[config.mk]
export PLATFORM = sky130hd
export DESIGN_NAME = fpcast_top
export DESIGN_NICKNAME = d
export VERILOG_FILES = /design/src/common/fpcast_pkg.sv /design/src/verilog/fpcast_top.sv /design/src/cast/cast_round.sv /design/src/cast/cast_stage_reg.sv /design/src/cast/cast_normalize.sv
export SDC_FILE = /design/constraint.sdc
export NUM_CORES = 1
export LEC_CHECK = 0
export ABC_AREA = 1
export BUFFER_PORTS_ARGS = -buffer_cell sky130_fd_sc_hd__buf_2
export CORE_MARGIN = 10
export CORE_UTILIZATION = 48
export CTS_CLUSTER_DIAMETER = 120
export DETAILED_ROUTE_END_ITERATION = 8
export GPL_ROUTABILITY_DRIVEN = 0
export PLACE_DENSITY = 0.7
export SLEW_MARGIN = 0
export SYNTH_ARGS = -nofsm -noshare
export SYNTH_HDL_FRONTEND = slang
export SYNTH_SLANG_ARGS = --single-unit
[constraint.sdc]
create_clock -name clk_i -period 8.35 [get_ports clk_i]
set_clock_uncertainty 0.2 [all_clocks]
set_input_delay 1.67 -clock clk_i [delete_from_list [all_inputs] [get_ports clk_i]]
set_output_delay 1.67 -clock clk_i [all_outputs]
set_load 0.05 [all_outputs]
[src/common/fpcast_pkg.sv]
//----------------------------------------------------------
// types for the binary32 <-> int32 cast unit
// formats are fixed to binary32 and 32-bit integers only
//----------------------------------------------------------
package fpcast_pkg;

  // ----------------------------------------------------------
  // format constants
  // ----------------------------------------------------------
  localparam int unsigned FP_EXP_BITS = 8;
  localparam int unsigned FP_MAN_BITS = 23;
  localparam int unsigned FP_BIAS     = 127;
  localparam int unsigned INT_WIDTH   = 32;

  // internal mantissa holds a whole int or a mantissa with hidden bit
  localparam int unsigned MANT_WIDTH = INT_WIDTH;
  localparam int unsigned EXP_WIDTH  = 10;  // signed, down to -149

  typedef enum logic {
    I2F = 1'b0,
    F2I = 1'b1
  } operation_e;

  typedef enum logic [2:0] {
    RNE = 3'b000,  // nearest, ties to even
    RTZ = 3'b001,
    RDN = 3'b010,
    RUP = 3'b011,
    RMM = 3'b100   // nearest, ties away from zero
  } roundmode_e;

  typedef struct packed {
    logic NV;
    logic DZ;  // never raised here
    logic OF;
    logic UF;
    logic NX;
  } status_t;

  typedef struct packed {
    logic                   sign;
    logic [FP_EXP_BITS-1:0] exponent;  // biased
    logic [FP_MAN_BITS-1:0] mantissa;  // no hidden bit
  } fp32_fields_t;

  // one operand word, decoded by operation
  typedef union packed {
    fp32_fields_t         fp;    // float view
    logic [INT_WIDTH-1:0] ival;  // integer view
  } operand_u;

  typedef struct packed {
    operand_u   operand;
    operation_e op;
    logic       is_unsigned;  // integer side is unsigned
    roundmode_e rnd_mode;
  } cast_req_t;

  typedef struct packed {
    logic is_zero;
    logic is_inf;
    logic is_nan;
    logic is_snan;
    logic is_subnormal;
  } fp_class_t;

  // normalized item between producer and consumer
  typedef struct packed {
    logic                        sign;
    logic signed [EXP_WIDTH-1:0] exponent;      // unbiased
    logic [MANT_WIDTH-1:0]       mant;          // msb set unless zero
    logic                        mant_is_zero;
    fp_class_t                   cls;           // float classification
    operation_e                  op;
    logic                        is_unsigned;
    roundmode_e                  rnd_mode;
  } norm_t;

  typedef struct packed {
    logic [INT_WIDTH-1:0] result;
    status_t              status;
  } cast_resp_t;

endpackage
[src/verilog/fpcast_top.sv]
//----------------------------------------------------------
// binary32 <-> int32 cast unit, two items in flight
// a low out_ready_i stalls every stage
//----------------------------------------------------------
`timescale 1ns/1ps

module fpcast_top
  import fpcast_pkg::*;
(
  input  logic       clk_i,
  input  logic       rst_n_i,
  input  logic       in_valid_i,
  output logic       in_ready_o,
  input  cast_req_t  req_i,
  output logic       out_valid_o,
  input  logic       out_ready_i,
  output cast_resp_t resp_o
);

  logic  norm_valid;  // producer -> buffer
  norm_t norm_data;
  norm_t stage_data;  // buffer -> consumer

  assign in_ready_o = out_ready_i;  // whole pipe advances together

  cast_normalize u_normalize (
    .clk_i      (clk_i),
    .rst_n_i    (rst_n_i),
    .advance_i  (out_ready_i),
    .in_valid_i (in_valid_i),
    .req_i      (req_i),
    .valid_o    (norm_valid),
    .norm_o     (norm_data)
  );

  cast_stage_reg u_stage (
    .clk_i      (clk_i),
    .rst_n_i    (rst_n_i),
    .advance_i  (out_ready_i),
    .valid_i    (norm_valid),
    .norm_i     (norm_data),
    .valid_o    (out_valid_o),
    .norm_o     (stage_data)
  );

  cast_round u_round (
    .norm_i (stage_data),
    .resp_o (resp_o)
  );

endmodule

[src/cast/cast_round.sv]
//----------------------------------------------------------
// combinational shift, round and result selection
// I2F never overflows, so OF and UF stay low
//----------------------------------------------------------
`timescale 1ns/1ps

module cast_round
  import fpcast_pkg::*;
(
  input  norm_t      norm_i,
  output cast_resp_t resp_o
);

  localparam int unsigned SHAMT_BITS = $clog2(MANT_WIDTH + 2);
  localparam int unsigned FP_DROP    = MANT_WIDTH - FP_MAN_BITS - 1;  // bits below the float lsb

  localparam logic signed [EXP_WIDTH-1:0] BIAS_S     = EXP_WIDTH'(FP_BIAS);
  localparam logic signed [EXP_WIDTH-1:0] INT_TOP_S  = EXP_WIDTH'(INT_WIDTH - 1);
  localparam logic signed [EXP_WIDTH-1:0] HALF_EXP_S = EXP_WIDTH'(-1);  // exponent of 0.5

  logic signed [EXP_WIDTH-1:0] exp_s;
  logic                        is_f2i;

  assign exp_s  = norm_i.exponent;
  assign is_f2i = (norm_i.op == F2I);

  // ----------------------------------------------------------
  // float destination
  // ----------------------------------------------------------
  logic signed [EXP_WIDTH-1:0] fp_biased_exp;
  logic [INT_WIDTH-1:0]        fp_pre_abs;
  logic [1:0]                  fp_rs;  // round, sticky

  assign fp_biased_exp = exp_s + BIAS_S;  // 127..158 for ints
  assign fp_pre_abs    = {1'b0, fp_biased_exp[FP_EXP_BITS-1:0],
                          norm_i.mant[MANT_WIDTH-2 -: FP_MAN_BITS]};  // hidden bit dropped
  assign fp_rs[1]      = norm_i.mant[FP_DROP-1];
  assign fp_rs[0]      = |norm_i.mant[FP_DROP-2:0];

  // ----------------------------------------------------------
  // integer destination
  // ----------------------------------------------------------
  logic signed [EXP_WIDTH-1:0] int_shift_s;
  logic [SHAMT_BITS-1:0]       shamt;
  logic                        of_before;
  logic [2*MANT_WIDTH:0]       preshift;  // mantissa, round slot, sticky field
  logic [2*MANT_WIDTH:0]       dest;
  logic [INT_WIDTH-1:0]        int_pre_abs;
  logic [1:0]                  int_rs;

  assign int_shift_s = INT_TOP_S - exp_s;

  always_comb begin
    shamt     = SHAMT_BITS'(int_shift_s);
    of_before = 1'b0;
    if (exp_s > INT_TOP_S) begin
      shamt     = '0;    // result replaced anyway
      of_before = 1'b1;
    end else if (exp_s < HALF_EXP_S) begin
      shamt = SHAMT_BITS'(MANT_WIDTH + 1);  // everything into sticky
    end
  end

  assign preshift    = {norm_i.mant, {(MANT_WIDTH + 1){1'b0}}};
  assign dest        = preshift >> shamt;
  assign int_pre_abs = dest[2*MANT_WIDTH -: INT_WIDTH];
  assign int_rs[1]   = dest[MANT_WIDTH];
  assign int_rs[0]   = |dest[MANT_WIDTH-1:0];

  // ----------------------------------------------------------
  // rounding, shared by both directions
  // ----------------------------------------------------------
  logic [INT_WIDTH-1:0] pre_abs;
  logic [1:0]           rs;
  logic                 round_up;
  logic [INT_WIDTH:0]   rounded_abs;  // top bit is the int carry

  assign pre_abs = is_f2i ? int_pre_abs : fp_pre_abs;
  assign rs      = is_f2i ? int_rs : fp_rs;

  always_comb begin
    case (norm_i.rnd_mode)
      RNE:     round_up = rs[1] & (rs[0] | pre_abs[0]);  // tie goes to even
      RTZ:     round_up = 1'b0;
      RDN:     round_up = (|rs) & norm_i.sign;
      RUP:     round_up = (|rs) & ~norm_i.sign;
      RMM:     round_up = rs[1];
      default: round_up = 1'b0;  // unused encodings truncate
    endcase
  end

  // a float mantissa carry bumps the exponent field
  assign rounded_abs = {1'b0, pre_abs} + (INT_WIDTH + 1)'(round_up);

  // ----------------------------------------------------------
  // integer range and special cases
  // ----------------------------------------------------------
  logic [INT_WIDTH-1:0] rounded_int;
  logic                 rounded_zero;
  logic                 of_after;
  logic [INT_WIDTH-1:0] int_special;
  logic                 int_is_special;

  assign rounded_int  = norm_i.sign ? -rounded_abs[INT_WIDTH-1:0] : rounded_abs[INT_WIDTH-1:0];
  assign rounded_zero = (rounded_abs == '0);

  always_comb begin
    if (norm_i.is_unsigned) begin
      of_after = rounded_abs[INT_WIDTH];
    end else if (norm_i.sign) begin
      // -2^31 still fits
      of_after = rounded_abs[INT_WIDTH] |
                 (rounded_abs[INT_WIDTH-1] & (|rounded_abs[INT_WIDTH-2:0]));
    end else begin
      of_after = rounded_abs[INT_WIDTH] | rounded_abs[INT_WIDTH-1];
    end
  end

  always_comb begin
    int_special = {norm_i.is_unsigned, {(INT_WIDTH - 1){1'b1}}};  // positive max
    if (norm_i.sign && !norm_i.cls.is_nan) begin
      int_special = ~int_special;  // -2^31 or 0
    end
  end

  assign int_is_special = norm_i.cls.is_nan | norm_i.cls.is_inf | of_before | of_after |
                          (norm_i.sign & norm_i.is_unsigned & ~rounded_zero);

  // ----------------------------------------------------------
  // result select
  // ----------------------------------------------------------
  always_comb begin
    resp_o.status = '0;
    if (is_f2i) begin
      if (int_is_special) begin
        resp_o.result    = int_special;
        resp_o.status.NV = 1'b1;  // only NV
      end else begin
        resp_o.result    = rounded_int;
        resp_o.status.NX = |int_rs;
      end
    end else begin
      // int zero gives +0, exact
      resp_o.result    = norm_i.mant_is_zero ? '0 :
                         {norm_i.sign, rounded_abs[INT_WIDTH-2:0]};
      resp_o.status.NX = |fp_rs;
    end
  end

endmodule

[src/cast/cast_stage_reg.sv]
//----------------------------------------------------------
// pipeline buffer holding one normalized item
// contents frozen while advance_i is low
//----------------------------------------------------------
`timescale 1ns/1ps

module cast_stage_reg
  import fpcast_pkg::*;
(
  input  logic  clk_i,
  input  logic  rst_n_i,
  input  logic  advance_i,  // output taken or empty slot
  input  logic  valid_i,
  input  norm_t norm_i,
  output logic  valid_o,
  output norm_t norm_o
);

  logic  valid_q;
  norm_t norm_q;   // payload, no reset

  // valid bit, cleared on reset
  always_ff @(posedge clk_i) begin
    if (!rst_n_i) begin
      valid_q <= 1'b0;
    end else if (advance_i) begin
      valid_q <= valid_i;
    end
  end

  // data moves with the valid bit
  always_ff @(posedge clk_i) begin
    if (advance_i) begin
      norm_q <= norm_i;
    end
  end

  assign valid_o = valid_q;
  assign norm_o  = norm_q;

endmodule

[src/cast/cast_normalize.sv]
//----------------------------------------------------------
// input register of the cast unit, one item held
// subnormal floats are normalized, ints taken as magnitude
//----------------------------------------------------------
`timescale 1ns/1ps

module cast_normalize
  import fpcast_pkg::*;
(
  input  logic      clk_i,
  input  logic      rst_n_i,
  input  logic      advance_i,   // pipeline moves this cycle
  input  logic      in_valid_i,
  input  cast_req_t req_i,
  output logic      valid_o,
  output norm_t     norm_o
);

  localparam int unsigned LZC_BITS = $clog2(MANT_WIDTH);

  localparam logic signed [EXP_WIDTH-1:0] BIAS_S       = EXP_WIDTH'(FP_BIAS);
  // hidden bit sits at bit 23, the lzc counts from bit 31
  localparam logic signed [EXP_WIDTH-1:0] SHIFT_COMP_S = EXP_WIDTH'(MANT_WIDTH - 1 - FP_MAN_BITS);
  localparam logic signed [EXP_WIDTH-1:0] INT_TOP_S    = EXP_WIDTH'(MANT_WIDTH - 1);

  cast_req_t req_q;    // registered request
  logic      valid_q;

  // ----------------------------------------------------------
  // input register
  // ----------------------------------------------------------
  always_ff @(posedge clk_i) begin
    if (!rst_n_i) begin
      valid_q <= 1'b0;
    end else if (advance_i) begin
      valid_q <= in_valid_i;  // bubble enters when in_valid_i low
    end
  end

  always_ff @(posedge clk_i) begin
    if (advance_i) begin
      req_q <= req_i;
    end
  end

  // ----------------------------------------------------------
  // float view
  // ----------------------------------------------------------
  logic      is_i2f;
  logic      exp_zero;
  logic      exp_ones;
  logic      man_zero;
  fp_class_t fp_class;

  assign is_i2f   = (req_q.op == I2F);
  assign exp_zero = (req_q.operand.fp.exponent == '0);
  assign exp_ones = (req_q.operand.fp.exponent == '1);
  assign man_zero = (req_q.operand.fp.mantissa == '0);

  assign fp_class.is_zero      = exp_zero & man_zero;
  assign fp_class.is_subnormal = exp_zero & ~man_zero;
  assign fp_class.is_inf       = exp_ones & man_zero;
  assign fp_class.is_nan       = exp_ones & ~man_zero;
  // quiet bit clear means signalling
  assign fp_class.is_snan      = fp_class.is_nan & ~req_q.operand.fp.mantissa[FP_MAN_BITS-1];

  logic [MANT_WIDTH-1:0] fp_mant;
  assign fp_mant = {{(MANT_WIDTH - FP_MAN_BITS - 1){1'b0}},
                    ~exp_zero,                       // hidden bit
                    req_q.operand.fp.mantissa};

  // ----------------------------------------------------------
  // integer view
  // ----------------------------------------------------------
  logic                  int_sign;
  logic [MANT_WIDTH-1:0] int_mag;

  assign int_sign = req_q.operand.ival[INT_WIDTH-1] & ~req_q.is_unsigned;
  assign int_mag  = int_sign ? -req_q.operand.ival : req_q.operand.ival;  // INT_MIN stays 2^31

  // ----------------------------------------------------------
  // leading zero count and left alignment
  // ----------------------------------------------------------
  logic [MANT_WIDTH-1:0] enc_mant;
  logic [LZC_BITS-1:0]   lzc_cnt;
  logic [MANT_WIDTH-1:0] norm_mant;
  logic                  mant_is_zero;

  assign enc_mant = is_i2f ? int_mag : fp_mant;

  always_comb begin
    lzc_cnt = '0;  // zero input keeps no shift
    for (int i = 0; i < MANT_WIDTH; i++) begin
      if (enc_mant[i]) begin
        lzc_cnt = LZC_BITS'(MANT_WIDTH - 1 - i);  // highest set bit wins
      end
    end
  end

  assign norm_mant    = enc_mant << lzc_cnt;
  assign mant_is_zero = (enc_mant == '0);

  // unbiased exponent
  logic signed [EXP_WIDTH-1:0] biased_exp_s;
  logic signed [EXP_WIDTH-1:0] sub_adj_s;
  logic signed [EXP_WIDTH-1:0] shamt_s;
  logic signed [EXP_WIDTH-1:0] fp_exp_s;
  logic signed [EXP_WIDTH-1:0] int_exp_s;

  assign biased_exp_s = EXP_WIDTH'(req_q.operand.fp.exponent);
  assign sub_adj_s    = EXP_WIDTH'(fp_class.is_subnormal);  // subnormals use exponent 1
  assign shamt_s      = EXP_WIDTH'(lzc_cnt);
  assign fp_exp_s     = biased_exp_s + sub_adj_s - BIAS_S - shamt_s + SHIFT_COMP_S;
  assign int_exp_s    = INT_TOP_S - shamt_s;

  // ----------------------------------------------------------
  // outputs
  // ----------------------------------------------------------
  assign valid_o             = valid_q;
  assign norm_o.sign         = is_i2f ? int_sign : req_q.operand.fp.sign;
  assign norm_o.exponent     = is_i2f ? int_exp_s : fp_exp_s;
  assign norm_o.mant         = norm_mant;
  assign norm_o.mant_is_zero = mant_is_zero;
  assign norm_o.cls          = fp_class;   // don't care for I2F
  assign norm_o.op           = req_q.op;
  assign norm_o.is_unsigned  = req_q.is_unsigned;
  assign norm_o.rnd_mode     = req_q.rnd_mode;

endmodule

==> summary.md <==
| Metric | Value |
|---|---|
| Post-synthesis cell type count | `59` |
| Number of enable flip-flop cells after synthesis | `88` |
| Number of H-tree levels | `3` |
| Commonest cells after routing, fill and taps aside | `sky130_fd_sc_hd__nand2_1, sky130_fd_sc_hd__nand3_1, sky130_fd_sc_hd__inv_1` |
| Overall die area | `31300 sq um` |
| Number of sinks handled by clock tree synthesis | `90` |
| Result of the run | `finished, violations left` |
| Most used DFF post-synth | `sky130_fd_sc_hd__edfxtp_1` |
| Min Tclk post-route | `8.38 ns` |
| Number of global-route vias before repair | `12397` |
| Fraction of layout cells with a size suffix above 1 | `0.169` |
| Count of TritonRoute iterations in the first routing pass | `6` |
| Most used cell along the critical path | `sky130_fd_sc_hd__nand2_1` |
| Pre-CTS worst setup slack | `-0.168 ns` |
| Fmax | `0.119 GHz` |
| Ratio of total power to cell area | `216 nW/um^2` |
| Clock buffer depth | `2` |
| Die Height | `177 microns` |
| Final setup margin | `-0.0338 ns` |
| Vias per cell | `5.63` |
| Worst hold slack | `0.219 ns` |
| Hold path cells | `0` |
| Count of buffers inserted at the top-level ports | `76` |
| Endpoint of the worst register-to-register path | `u_stage.norm_o[50]$_SDFFCE_PN0P_` |
| Hold WC Path Type | `flip-flop to flip-flop` |
| Post-Place Cells | `2405` |
| Setup violations, final | `1` |
| Endpoint, Worst Hold | `u_stage.norm_o[2]$_DFFE_PP_` |
| Startpoint kind of the worst setup timing path | `flip-flop` |
| FF-to-FF setup slack | `2.12 ns` |
| Max incr delay on CP | `0.46 ns` |
| Remaining global-route overflow | `0` |
| DRC violation total after the first TritonRoute iteration | `1661` |
| Initial antenna violation count | `0` |
| Most common library cell in the layout ignoring fill and taps | `sky130_fd_sc_hd__nand2_1` |
| Post-route fraction of the period consumed by the critical path | `1.00` |
| Cells after synthesis | `2057` |
| CP endpoint kind | `output port` |
| Horizontal die dimension | `177 microns` |
| Critical Setup Path Class | `flip-flop to output port` |
| Core utilization of the finished layout | `0.578` |
| CP Data Arrival Time | `6.51 ns` |
| Part of the Yosys area used for sequential elements | `0.227` |
| Netlist Area Pre-Place | `11800 sq um` |
| Worst vdd rail ir drop | `0.136 mV` |
| Critical Path Slowest Stage Cell | `sky130_fd_sc_hd__edfxtp_1` |
| Synth warnings | `0` |
| Static Leak | `6.84 nW` |
| Slew HR | `0.0337` |
| Number of antenna cells inserted | `0` |
| Overall global routing resource usage | `0.226` |
| CTS Root Buffer Type | `sky130_fd_sc_hd__clkbuf_16` |
| Wire per inst | `15.4 microns` |
| Antenna Nets Post-Route | `0` |
| Flop and latch count out of synthesis | `90` |
| Final count of hold timing violations | `0` |
| First-pass GRT wire length | `59.4 mm` |
| Worst Path Max Fanout | `10` |
| Total DRC errors in the routed layout | `0` |
| Unrepaired setup endpoints after global routing | `yes` |
| FP Rows | `57` |
| Total wirelength of the detailed-routed design | `38.2 mm` |
| Clk Latency, worst-skew pair | `0.35 ns` |
| Final standard cell count with taps included and fillers excluded | `2472` |
| Async SR Flop Fraction | `0` |
| Final number of max-transition violations | `0` |
| Clock transition time at the flip-flop clock pins of the worst setup and hold paths | `0.07 ns` |
| Estimated wirelength of the detail-placed design | `28.2 mm` |
| CTS tree | `yes` |
| CTS buffer count | `9` |
| Initial standard-cell utilization of the core | `0.487` |
| Violated checks | `negative setup slack` |
| Logic depth of the worst register-to-register path | `33` |
| Area of the core | `24300 sq um` |
| Via total after detailed routing | `13905` |
| Post-synthesis to final-layout area growth | `18.8%` |
| Start point of the worst min-delay path | `u_normalize.norm_o[2]$_DFFE_PP_` |
| Pin count of the biggest net entering global routing | `60` |
| Number of max-capacitance violations reported | `0` |
| Transition at the pin with the smallest max-transition slack | `1.43 ns` |
| Beginning of the worst register-to-register path | `u_normalize.fp_mant[0]$_DFFE_PP_` |
| Final-layout setup total negative slack | `-0.0338 ns` |
| Layout net count | `2206` |
| Top-level I/O count | `80` |
| Mean Syn Cell Area | `5.75 sq um` |
| WP data required | `6.48 ns` |
==> how the worst max path moves through the flow <==
stage                                startpoint  slack [ns]    endpoint  cells after the start
5_1_grt            u_stage.norm_o[44]$_DFFE_PP_       -0.35  resp_o[24]                     46
4_1_cts            u_stage.norm_o[44]$_DFFE_PP_       0.004  resp_o[34]                     42
3_3_place_gp       u_stage.norm_o[44]$_DFFE_PP_        0.04  resp_o[35]                     38
2_1_floorplan      u_stage.norm_o[44]$_DFFE_PP_        0.78   resp_o[0]                     33
3_5_place_dp       u_stage.norm_o[44]$_DFFE_PP_       -0.17  resp_o[10]                     40
6_report       u_stage.norm_o[48]$_SDFFCE_PN0P_       -0.03  resp_o[24]                     39
==> metal layers <==
layer | vias to the layer above | GRT usage | part of all wire
met5 | - | 0 | 0
met1 | 6280 | 0.293 | 0.42
met3 | 111 | 0.0224 | 0.085
li1 | 6860 | - | -
met4 | 0 | 0.0697 | 0.031
met2 | 654 | 0.386 | 0.47
==> repair_timing <==
item / in CTS / in global routing
gates resized for setup: 41 / 182
pin swaps: 7 / 61
hold buffers: 0 / 0
setup buffers: 5 / 37
hold endpoints to repair: 0 / 0
cloned: 4 / 5
setup endpoints to repair: 34 / 34
==> layout make-up <==
cell class,instances,area [sq um]
clock buffer,9,225
fill,2367,10300
sequential,90,2680
tap,324,405
timing repair buffer,154,1320
inverter,216,835
multi-input combinational,1672,8530
clock inverter,7,68.8
==> cell usage after synthesis, types with 4 or more instances <==
cell                       number  area share
sky130_fd_sc_hd__and3_1         4      0.0021
sky130_fd_sc_hd__inv_1        194       0.062
sky130_fd_sc_hd__buf_2         22      0.0093
sky130_fd_sc_hd__ha_1          21       0.022
sky130_fd_sc_hd__clkbuf_1      39       0.012
sky130_fd_sc_hd__o21ai_1       54       0.023
sky130_fd_sc_hd__nand2_2       18      0.0095
sky130_fd_sc_hd__nand3_1      290        0.12
sky130_fd_sc_hd__or2_2          6      0.0032
sky130_fd_sc_hd__buf_4          7      0.0044
sky130_fd_sc_hd__nor3_1        26       0.011
sky130_fd_sc_hd__nand4_1       34       0.018
sky130_fd_sc_hd__xor2_1        40       0.030
sky130_fd_sc_hd__nor2_1       188       0.060
sky130_fd_sc_hd__o31ai_1        7      0.0044
sky130_fd_sc_hd__nand3b_1      12      0.0076
sky130_fd_sc_hd__nand3_2        4      0.0034
sky130_fd_sc_hd__o21ai_0       41       0.017
sky130_fd_sc_hd__nand2_1      795        0.25
sky130_fd_sc_hd__o21ai_2        7      0.0052
sky130_fd_sc_hd__buf_6          5      0.0048
sky130_fd_sc_hd__buf_1         13      0.0041
sky130_fd_sc_hd__inv_2         19      0.0060
sky130_fd_sc_hd__mux2i_1       16       0.014
sky130_fd_sc_hd__nor2_2        15      0.0079
sky130_fd_sc_hd__edfxtp_1      88        0.22
sky130_fd_sc_hd__xnor2_1       14       0.010
sky130_fd_sc_hd__a21oi_1       25       0.011
sky130_fd_sc_hd__o22ai_1        4      0.0021
==> per-stage QoR <==
stage	cell area [sq um]	total power, W
3_5_place_dp	12500	0.00235
4_1_cts	13000	0.00279
2_1_floorplan	11800	0.00194
3_3_place_gp	12500	0.00234
5_1_grt	14100	0.00327
6_report	14100	0.00304
==> logic make-up (layout without fill, tap and decap cells) <==
group / Yosys count / in the layout / share of synthesized area
and+or+nand+nor: 1413 / 1418 / 0.515
buffers and inverters: 302 / 386 / 0.104
AOI/OAI and AO/OA: 159 / 159 / 0.0771
DFF: 90 / 90 / 0.227
xor gates and xnor gates: 54 / 54 / 0.0400
adders and majority gates: 22 / 22 / 0.0239
muxes: 16 / 16 / 0.0135
other: 1 / 3 / 0.000317
==> registers in the layout, indices dropped and copies added, names as in the netlist <==
register	cells
u_normalize.valid_o	1
u_normalize.fp_mant	23
u_normalize.req_q	1
u_stage.norm_o	51
u_normalize.norm_o	5
u_stage.valid_o	1
u_normalize.biased_exp_s	8
==> power breakdown <==
group | switching, W | internal [W]
logic | 0.00133 | 0.000660
clock network | 0.000188 | 0.000211
registers | 0.0000672 | 0.000592
total | 0.00158 | 0.00146
==> critical path, delay by kind of cell, from the launching register on <==
kind            cells  cell delay [ns]
compound gates      3             0.87
flops               1             0.46
buf+inv             8             1.09
simple gates       25             3.21
fa+ha+maj           1             0.17
mux                 2             0.36
(Power assumes the default switching activity.)
